[config.mk]
export PLATFORM = sky130hd
export DESIGN_NAME = dual_lane_merge
export DESIGN_NICKNAME = d
export VERILOG_FILES = /design/src/source/merge_pkg.sv /design/src/source/fifo_rd_if.sv /design/src/source/dual_lane_merge.sv /design/src/source/rr_merge.sv /design/src/source/sync_fifo.sv
export SDC_FILE = /design/constraint.sdc
export NUM_CORES = 1
export LEC_CHECK = 0
export BUFFER_PORTS_ARGS = -buffer_cell sky130_fd_sc_hd__buf_2
export CORE_MARGIN = 2
export CORE_UTILIZATION = 55
export DETAILED_ROUTE_END_ITERATION = 8
export PLACE_DENSITY = 0.75
export SLEW_MARGIN = 20
export SYNTH_ARGS = -nofsm -noshare
export SYNTH_HDL_FRONTEND = slang
export SYNTH_SLANG_ARGS = --single-unit
[constraint.sdc]
create_clock -name clk -period 4.2 [get_ports clk]
set_clock_uncertainty 0.1 [all_clocks]
set_input_delay 0.84 -clock clk [delete_from_list [all_inputs] [get_ports clk]]
set_output_delay 0.84 -clock clk [all_outputs]
set_load 0.02 [all_outputs]
[src/source/merge_pkg.sv]
`default_nettype none

package merge_pkg;

    // Word and buffer geometry
    localparam int DATA_WIDTH  = 8;
    localparam int FIFO_DEPTH  = 8;
    localparam int ADDR_WIDTH  = 3;

    // Count above this level raises almost_full (7 or 8 entries)
    localparam int AFULL_LEVEL = 6;

    // One byte of stream payload
    typedef logic [DATA_WIDTH-1:0] data_t;

    // Read or write pointer into the storage array
    typedef logic [ADDR_WIDTH-1:0] ptr_t;

    // Occupancy, needs one extra bit to reach FIFO_DEPTH
    typedef logic [ADDR_WIDTH:0]   count_t;

    // Source lane of a merged word
    typedef enum logic {
        LANE_A = 1'b0,
        LANE_B = 1'b1
    } lane_e;

endpackage : merge_pkg

`default_nettype wire
[src/source/fifo_rd_if.sv]
`timescale 1ns/10ps
`default_nettype none

// Read side of one lane FIFO
interface fifo_rd_if;

    logic                rd_en;       // Pop request from the merger
    merge_pkg::data_t    rd_data;     // Head word, valid the edge after rd_en
    logic                empty;
    logic                almost_full;

    // FIFO end
    modport fifo_side (
        input  rd_en,
        output rd_data,
        output empty,
        output almost_full
    );

    // Merger end
    modport reader_side (
        output rd_en,
        input  rd_data,
        input  empty,
        input  almost_full
    );

endinterface : fifo_rd_if

`default_nettype wire

[src/source/dual_lane_merge.sv]
`timescale 1ns/10ps
`default_nettype none

module dual_lane_merge (
    input  logic              clk,
    input  logic              rst_n,

    // Lane A write port
    input  logic              wr_en_a,
    input  merge_pkg::data_t  wr_data_a,

    // Lane B write port
    input  logic              wr_en_b,
    input  merge_pkg::data_t  wr_data_b,

    // Lane status
    output logic              full_a,
    output logic              full_b,
    output logic              overflow_a,
    output logic              overflow_b,

    // Merged stream
    output logic              out_valid,
    output merge_pkg::data_t  out_data,
    output merge_pkg::lane_e  out_lane
);

    fifo_rd_if rd_a ();
    fifo_rd_if rd_b ();

    sync_fifo fifo_a (
        .clk      (clk),
        .rst_n    (rst_n),
        .wr_en    (wr_en_a),
        .wr_data  (wr_data_a),
        .full     (full_a),
        .overflow (overflow_a),
        .rd       (rd_a.fifo_side)
    );

    sync_fifo fifo_b (
        .clk      (clk),
        .rst_n    (rst_n),
        .wr_en    (wr_en_b),
        .wr_data  (wr_data_b),
        .full     (full_b),
        .overflow (overflow_b),
        .rd       (rd_b.fifo_side)
    );

    // One pop per cycle across both lanes
    rr_merge merge (
        .clk       (clk),
        .rst_n     (rst_n),
        .lane_a    (rd_a.reader_side),
        .lane_b    (rd_b.reader_side),
        .out_valid (out_valid),
        .out_data  (out_data),
        .out_lane  (out_lane)
    );

endmodule : dual_lane_merge

`default_nettype wire

[src/source/rr_merge.sv]
`timescale 1ns/10ps
`default_nettype none

module rr_merge (
    input  logic              clk,
    input  logic              rst_n,
    fifo_rd_if.reader_side    lane_a,
    fifo_rd_if.reader_side    lane_b,
    output logic              out_valid,
    output merge_pkg::data_t  out_data,
    output merge_pkg::lane_e  out_lane
);

    merge_pkg::lane_e  last_served;
    merge_pkg::lane_e  sel_lane;
    logic              sel_valid;
    logic              avail_a;
    logic              avail_b;

    assign avail_a = !lane_a.empty;
    assign avail_b = !lane_b.empty;

    // Lane choice for this cycle
    always_comb begin
        sel_valid = 1'b0;
        sel_lane  = merge_pkg::LANE_A;
        if (avail_a && avail_b) begin
            sel_valid = 1'b1;
            if (lane_a.almost_full != lane_b.almost_full) begin
                // Nearly full lane goes first
                sel_lane = lane_a.almost_full ? merge_pkg::LANE_A : merge_pkg::LANE_B;
            end else if (last_served == merge_pkg::LANE_A) begin
                sel_lane = merge_pkg::LANE_B;
            end else begin
                sel_lane = merge_pkg::LANE_A;
            end
        end else if (avail_a) begin
            sel_valid = 1'b1;
            sel_lane  = merge_pkg::LANE_A;
        end else if (avail_b) begin
            sel_valid = 1'b1;
            sel_lane  = merge_pkg::LANE_B;
        end
    end

    assign lane_a.rd_en = sel_valid && (sel_lane == merge_pkg::LANE_A);
    assign lane_b.rd_en = sel_valid && (sel_lane == merge_pkg::LANE_B);

    // Round-robin history, lane A wins the first tie
    always_ff @(posedge clk or negedge rst_n) begin
        if (!rst_n) begin
            last_served <= merge_pkg::LANE_B;
        end else if (sel_valid) begin
            last_served <= sel_lane;
        end
    end

    // Output stage lines up with the FIFO read register
    always_ff @(posedge clk or negedge rst_n) begin
        if (!rst_n) begin
            out_valid <= 1'b0;
            out_lane  <= merge_pkg::LANE_A;
        end else begin
            out_valid <= sel_valid;
            if (sel_valid) begin
                out_lane <= sel_lane;
            end
        end
    end

    // Head word of the lane popped last cycle
    assign out_data = (out_lane == merge_pkg::LANE_A) ? lane_a.rd_data : lane_b.rd_data;

endmodule : rr_merge

`default_nettype wire

[src/source/sync_fifo.sv]
`timescale 1ns/10ps
`default_nettype none

module sync_fifo (
    input  logic              clk,
    input  logic              rst_n,
    input  logic              wr_en,
    input  merge_pkg::data_t  wr_data,
    output logic              full,
    output logic              overflow,
    fifo_rd_if.fifo_side      rd
);

    merge_pkg::data_t   mem [merge_pkg::FIFO_DEPTH];
    merge_pkg::ptr_t    wr_ptr;
    merge_pkg::ptr_t    rd_ptr;
    merge_pkg::count_t  count;

    logic wr_ok;
    logic rd_ok;

    assign wr_ok = wr_en && !full;
    // Merger only pops a non-empty lane
    assign rd_ok = rd.rd_en;

    // Write pointer, wraps at the last entry
    always_ff @(posedge clk or negedge rst_n) begin
        if (!rst_n) begin
            wr_ptr <= '0;
        end else if (wr_ok) begin
            if (wr_ptr == merge_pkg::ptr_t'(merge_pkg::FIFO_DEPTH - 1)) begin
                wr_ptr <= '0;
            end else begin
                wr_ptr <= wr_ptr + 1'b1;
            end
        end
    end

    // Read pointer
    always_ff @(posedge clk or negedge rst_n) begin
        if (!rst_n) begin
            rd_ptr <= '0;
        end else if (rd_ok) begin
            if (rd_ptr == merge_pkg::ptr_t'(merge_pkg::FIFO_DEPTH - 1)) begin
                rd_ptr <= '0;
            end else begin
                rd_ptr <= rd_ptr + 1'b1;
            end
        end
    end

    // Occupancy
    always_ff @(posedge clk or negedge rst_n) begin
        if (!rst_n) begin
            count <= '0;
        end else begin
            case ({wr_ok, rd_ok})
                2'b10:   count <= count + 1'b1;
                2'b01:   count <= count - 1'b1;
                default: count <= count;     // Idle, or push and pop together
            endcase
        end
    end

    // Storage
    always_ff @(posedge clk) begin
        if (wr_ok) begin
            mem[wr_ptr] <= wr_data;
        end
    end

    // Registered head word
    always_ff @(posedge clk) begin
        if (rd_ok) begin
            rd.rd_data <= mem[rd_ptr];
        end
    end

    // Status decoded from the count
    assign full           = (count == merge_pkg::count_t'(merge_pkg::FIFO_DEPTH));
    assign rd.empty       = (count == '0);
    assign rd.almost_full = (count > merge_pkg::count_t'(merge_pkg::AFULL_LEVEL));

    // Dropped write
    assign overflow = wr_en && full;

endmodule : sync_fifo

`default_nettype wire

==> results of run 1 <==
[cells in the mapped netlist, types with 2 or more instances]
cell / count
nor3_1: 11
mux2_4: 2
mux2_2: 34
nor2_1: 14
xnor2_1: 2
o2bb2ai_1: 2
buf_4: 4
nor4_1: 2
buf_1: 2
buf_6: 2
dfrtp_1: 22
inv_1: 5
xor2_1: 9
nor4_4: 2
a21oi_1: 3
mux4_2: 32
nand3b_1: 2
nand2_1: 10
nand2b_1: 5
edfxtp_1: 144
ha_1: 14
buf_2: 3
nand3_1: 2
clkbuf_1: 4
and3_1: 2
[worst max-delay path, delay by kind of cell, from the launching register on]
family                     cells  cell delay [ns]
DFF                            1             0.49
adders and majority gates      2             0.61
AOI/OAI and AO/OA              3             0.90
xor gates and xnor gates       3             0.40
and+or+nand+nor                2             0.46
[stage by stage]
stage	util	setup WS (ns)	total power, mW
finish	0.643	1.12	6.04
global route	0.643	0.817	6.39
CTS	0.643	1.11	6.11
detailed placement	0.596	1.12	4.64
global placement	0.596	1.24	4.55
floorplan	-	1.38	4.16
[cells by family after synthesis]
group	share of synthesized area
AND/OR/NAND/NOR	0.0434
buffers and inverters	0.0166
flip-flops	0.715
adder cells (fa/ha/maj)	0.0255
AO/OA/AOI/OAI	0.0206
XOR/XNOR	0.0140
multiplexers	0.165
[flip-flops by register name, indices dropped and copies added (netlist names)]
signal	cells
fifo_a.mem	64
fifo_b.mem	64
fifo_a.rd.rd_data	8
fifo_b.rd.rd_data	8
fifo_a.count	4
fifo_b.count	4
fifo_a.rd_ptr	3
fifo_a.wr_ptr	3
fifo_b.rd_ptr	3
fifo_b.wr_ptr	3
merge.last_served	1
merge.out_lane	1
merge.out_valid	1
[layout make-up]
class,count,area share
timing repair buffer,43,0.0308
tap,168,0.0270
sequential,167,0.630
multi-input combinational,164,0.237
clock inverter,15,0.0186
inverter,5,0.00241
clock buffer,17,0.0546
[per-layer routing]
layer,wire [µm],GRT usage,up-vias
met5,0,0,-
met4,119,0.0643,0
met3,536,0.0424,8
met2,5430,0.274,74
met1,5170,0.278,1661
li1,-,-,1500
[power by group]
group          total, mW  leakage [nW]  switching [mW]  internal, mW
sequential          2.74          1.58           0.444          2.29
combinational       1.84         0.870           0.856         0.984
clock               1.46         0.271           0.634         0.827
[final timing paths]
path,end,cells past startpoint
max in group asynchronous,fifo_b.rd_ptr[0],1
hold / removal,fifo_a.wr_ptr[2],1
setup / recovery,fifo_a.count[2],10
min in group clk,fifo_a.count[3],1
setup reg to reg,fifo_a.count[2],10
hold reg to reg,fifo_a.count[3],1
==> impl_results.md, run 1 <==
- Status: finished, final reports clean
- Worst min path class: in2async
- # setup viols final: 0
- WP data arrival: 3.27 ns
- Unrepaired setup endpoints after global routing: false
- Slowest-stage cell, CP: a21oi_2
- FF+latch count, synth: 167
- Final Wtd Congestion: 0.801
- Placed Instances: 547
- Initial Util: 0.566
- Die ar.: 13400 µm²
- Site row count: 40
- F_max: 325 MHz
- Post-Layout Inst Area: 7790 µm²
- Detailed Routing Iterations Pass 1: 4
- Core Box Area: 12100 µm²
- Synth cell types: 43
- CTS buffer count: 17
- Hold WS: 0.295 ns
- Sequential cell area: 4900 µm²
- Maximum vdd drop: 0.431 mV
- Nets: 432
- Multi-input logic area: 1840 µm²
- Worst relative slew slack: 0.376
- Routed Antenna Nets: 0
- Max-Cap Viols: 0
- Total GRT Usage: 0.186
- Die Y: 116 µm
- Vias in the first global route: 3279
- Layout Cells excl Fill: 579
- Routed via count: 3243
- R2R Setup Slk: 1.12 ns
- Final Hold Fails: 0
- Placed Area: 7220 µm²
- Ys async rst share: 0.138
- Initial antenna violation count: 0
- Post-DP HPWL: 7220 µm
- Clk_lat worst skew: 0.41 ns
- Gr ovfl total: 0
- Commonest non-fill, non-tap cells in the layout: edfxtp_1 (144), mux2_2 (34), buf_2 (33)
- Die X: 116 µm
- Post-Syn Area: 6860 µm²
- Post_cts resized: 0
- Slew @ Worst Pin: 0.932 ns
- CTS clock-pin slew for the worst setup and hold paths: 0.06 ns
- Critical Path Max Stage Delay: 0.59 ns
- Commonest non-fill, non-tap cell in the layout: edfxtp_1
- Sequential fraction of the synthesis area: 0.715
- Fillers: 857
- N_diodes: 0
- Critical path class: reg2reg
- Root buffer cell: clkbuf_16
- Post-Syn Instances: 352
- DR DRC count: 0
- Ratio of cells with drive above 1 in the final layout: 0.372
- Number of I/O pins: 34
- Hold_buf cts: 0
- CP Launch Type: flop
- Number of flops mapped to enable cells by yosys: 144
- Share of Yosys cell area claimed by the top area cell type: 0.630
- Synth area leaders: edfxtp_1 (63%), mux4_2 (11%), dfrtp_1 (8.0%), mux2_2 (5.6%), ha_1 (2.6%)
- Period minus WS final: 3.08 ns
- Avg Cell Area, Syn: 19.5 µm²
- Routed vias/inst: 5.60
- Crit end category: flop
- Global-route wire length before repair: 17900 µm
- Pins Over Slew Limit: 0
- Leakage: 2.72 nW
- # Post-CTS Setup Buffers: 0
- Final Cycle Share: 0.733
- Pin count of the biggest net entering global routing: 24
- Initial DRC Count: 254
- Worst Path Required: 4.39 ns
- Ys Warns: 0
- CTS tree: built
- Clock Tree Buf Depth: 2
- Crit path cell chain: nor4_4, o22ai_1, a21oi_2, ha_1, xor2_1, ha_1, a21oi_1, xor2_1, nor2_1, xor2_1
- Syn-to-layout area delta: 13.5%
- CP max FO: 13
- Mean routed wirelength per cell: 19.4 µm
- Worst R2R Start: fifo_b.count[1]
- Dominant synthesized flop cell: edfxtp_1
- Yosys top cell by area: edfxtp_1
- Top cell by count, worst path: xor2_1
- PwrDens: 776 nW/µm²
- Clock Sinks: 167
- Syn nets: 386
- CTS H-tree depth: 4
- TNS Setup: 0 ns
- Port Buffers: 33
- Worst setup path start: fifo_b.count[1]
- DRT Wirelength: 11300 µm
No activity file was read; power rests on OpenSTA's default activity.
==> inputs of run 2 (changes only) <==
ABC_AREA = 1   (was unset)
clock period = 3 ns   (was 4.2 ns; I/O delays follow)
==> impl_results.md, run 2 <==
- Status: finished, final reports clean
- Commonest non-fill, non-tap cell in the layout: edfxtp_1
- CTS clock-pin slew for the worst setup and hold paths: 0.06 ns (about the same)
- Leakage: 3.17 nW (+16%)
- Initial antenna violation count: 0 (unchanged)
- Mean routed wirelength per cell: 16.5 µm (-15%)
- Syn-to-layout area delta: 15.1%
- Critical Path Max Stage Delay: 0.45 ns (-0.14 ns)
- Slew @ Worst Pin: 0.979 ns (+0.0467 ns)
- Nets: 646 (+50%)
- Placed Instances: 764 (+40%)
- Dpl ws: 0.173 ns (-0.952 ns)
- CTS tree: built
- Core Box Area: 12500 µm² (+2.9%)
- Number of flops mapped to enable cells by yosys: 144 (unchanged)
- DR DRC count: 0 (unchanged)
- Clock Sinks: 167 (unchanged)
- Pin count of the biggest net entering global routing: 35 (+46%)
- Pins Over Slew Limit: 0 (unchanged)
- F_max: 366 MHz (+13%)
- Ys async rst share: 0.138 (unchanged)
- Synth area leaders: edfxtp_1 (62%), dfrtp_1 (7.9%), nand2_1 (7.1%), mux2i_1 (4.6%), nor2_1 (3.1%)
- Syn nets: 595 (+54%)
- Die X: 116 µm (+0.68%)
- Unrepaired setup endpoints after global routing: false
- CTS H-tree depth: 4 (unchanged)
- Post-Syn Area: 6960 µm² (+1.4%)
- R2R Setup Slk: 0.27 ns (-0.86 ns)
- CTS buffer count: 17 (unchanged)
- Final Hold Fails: 0 (unchanged)
- Gr ovfl total: 0 (unchanged)
- Max-Cap Viols: 0 (unchanged)
- Routed Antenna Nets: 0 (unchanged)
- Worst setup path start: fifo_b.count[1]
- Delay-heaviest family, CP: simple AND/OR/NAND/NOR gates
- Detailed Routing Iterations Pass 1: 5 (+1)
- Most common cell in the synthesized netlist: edfxtp_1
- Placed Area: 7380 µm² (+2.3%)
- Root buffer cell: clkbuf_16
- Final Wtd Congestion: 0.780 (-2.7%)
- Number of I/O pins: 34 (unchanged)
- CP max FO: 7 (-6)
- PnR worst setup slack: 0.266 ns (-0.855 ns)
- CP Launch Type: flop
- Total Power: 8.84 mW (+46%)
- Buffer and inverter count on the worst path: 2 (+2)
- Worst R2R Start: fifo_b.count[1]
- Post-Syn Instances: 561 (+59%)
- Stages on worst setup path: 14 (+4)
- Port Buffers: 33 (unchanged)
- Sequential fraction of the synthesis area: 0.704 (-0.0100)
- Synth cell types: 28 (-35%)
- WP data arrival: 2.93 ns (-0.34 ns)
- Fillers: 913 (+6.5%)
- Dominant synthesized flop cell: edfxtp_1
- Die ar.: 13600 µm² (+1.4%)
- Clock Tree Buf Depth: 2 (unchanged)
- R2R depth: 14 (+4)
- End of the critical path: fifo_a.count[2]
- Die Y: 116 µm (+0.68%)
- Post-DP HPWL: 8620 µm (+19%)
- Share of Yosys cell area claimed by the top area cell type: 0.622 (-0.00884)
- Maximum vdd drop: 0.653 mV (+52%)
- Avg Cell Area, Syn: 12.4 µm² (-36%)
- Worst min path class: in2async
- Top cell by count, worst path: nor2_1
- Period minus WS final: 2.73 ns (-0.345 ns)
- Site row count: 41 (+2.5%)
- Synth top cells by count: edfxtp_1 (144), nand2_1 (132), nor2_1 (57)
- PwrDens: 1100 nW/µm² (+42%)
- Initial DRC Count: 410 (+61%)
- Routed via count: 4291 (+32%)
- Ys Warns: 0 (unchanged)
- R2R Path End: fifo_a.count[2]
- Clk_lat worst skew: 0.42 ns (about the same)
- # setup viols final: 0 (unchanged)
- Crit path cell chain: nor2_2, nand3_1, nor2_1, inv_1, nand2_1, clkinvlp_4, ha_1, nor2_1, nor2_1, ha_1, a21o_1, or2_2, nand3_1, o21ai_0
- N_diodes: 0 (unchanged)
- Worst Path Required: 3.20 ns (-1.19 ns)
- Commonest non-fill, non-tap cells in the layout: edfxtp_1 (144), nand2_1 (132), nor2_1 (57)
- Initial Util: 0.558 (-0.00826)
- Post-Layout Inst Area: 8000 µm² (+2.8%)
- Global-route wire length before repair: 21100 µm (+18%)
- Slowest-stage cell, CP: dfrtp_1
- Final Cycle Share: 0.911 (+0.178)
- Total GRT Usage: 0.212 (+0.0260)
- Critical path class: reg2reg
- TNS Setup: 0 ns (unchanged)
- Routed vias/inst: 5.38 (-3.9%)
- FF+latch count, synth: 167 (unchanged)
- Hold_buf cts: 0 (unchanged)
- Ratio of cells with drive above 1 in the final layout: 0.152 (-0.220)
- Layout Cells excl Fill: 797 (+38%)
- Top flop regs: fifo_a.mem (64), fifo_b.mem (64)
- Crit end category: flop
- Yosys top cell by area: edfxtp_1
- DRT Wirelength: 13100 µm (+17%)
- Worst relative slew slack: 0.347 (-0.0288)
- Vias in the first global route: 4342 (+32%)
run 2: layout make-up:
type	count	area [µm²]	area share
clock buffer	19	433	0.0541
inverter	31	120	0.0150
tap	172	215	0.0269
multi-input combinational	343	1850	0.231
clock inverter	13	180	0.0225
timing repair buffer	52	308	0.0385
sequential	167	4900	0.612
run 2: cell families after synthesis:
| family | synth area share |
|---|---|
| compound gates | 0.0637 |
| mux | 0.0460 |
| fa+ha+maj | 0.0252 |
| flops | 0.704 |
| xor+xnor | 0.00630 |
| buf+inv | 0.0300 |
| simple gates | 0.124 |
run 2: repair_timing:
| item | CTS | global route |
|---|---|---|
| resized for setup | 0 | 1 |
| buffers inserted | 0 | 1 |
| hold endpoints to repair | 0 | 0 |
| setup endpoints to repair | 0 | 1 |
run 2: report_power, final:
part	switching [mW]	total (mW)	internal [mW]
Combinational	1.92	3.00	1.08
Clock	0.843	2.23	1.39
Sequential	0.419	3.61	3.19
run 2: routing by layer:
metal,share of wire,track usage,up-vias
li1,-,-,2082
met1,0.41,0.267,2037
met2,0.50,0.347,148
met3,0.065,0.0514,24
met4,0.021,0.103,0
met5,0,0,-
run 2: through the flow:
stage	hold WS [ns]	util
3_5_place_dp	0.414	0.592
3_3_place_gp	0.394	0.592
5_1_grt	0.0751	0.642
2_1_floorplan	0.204	-
4_1_cts	0.0499	0.641
6_report	0.0447	0.642
run 2: how the worst min path moves through the flow:
stage	startpoint	slack (ns)	to
6_report	rst_n	0.04	fifo_b.count[2]
5_1_grt	rst_n	0.08	fifo_b.count[2]
3_5_place_dp	fifo_b.count[3]	0.41	fifo_b.count[3]
4_1_cts	rst_n	0.05	fifo_b.count[1]
3_3_place_gp	fifo_b.count[3]	0.39	fifo_b.count[3]
2_1_floorplan	rst_n	0.20	fifo_a.count[0]
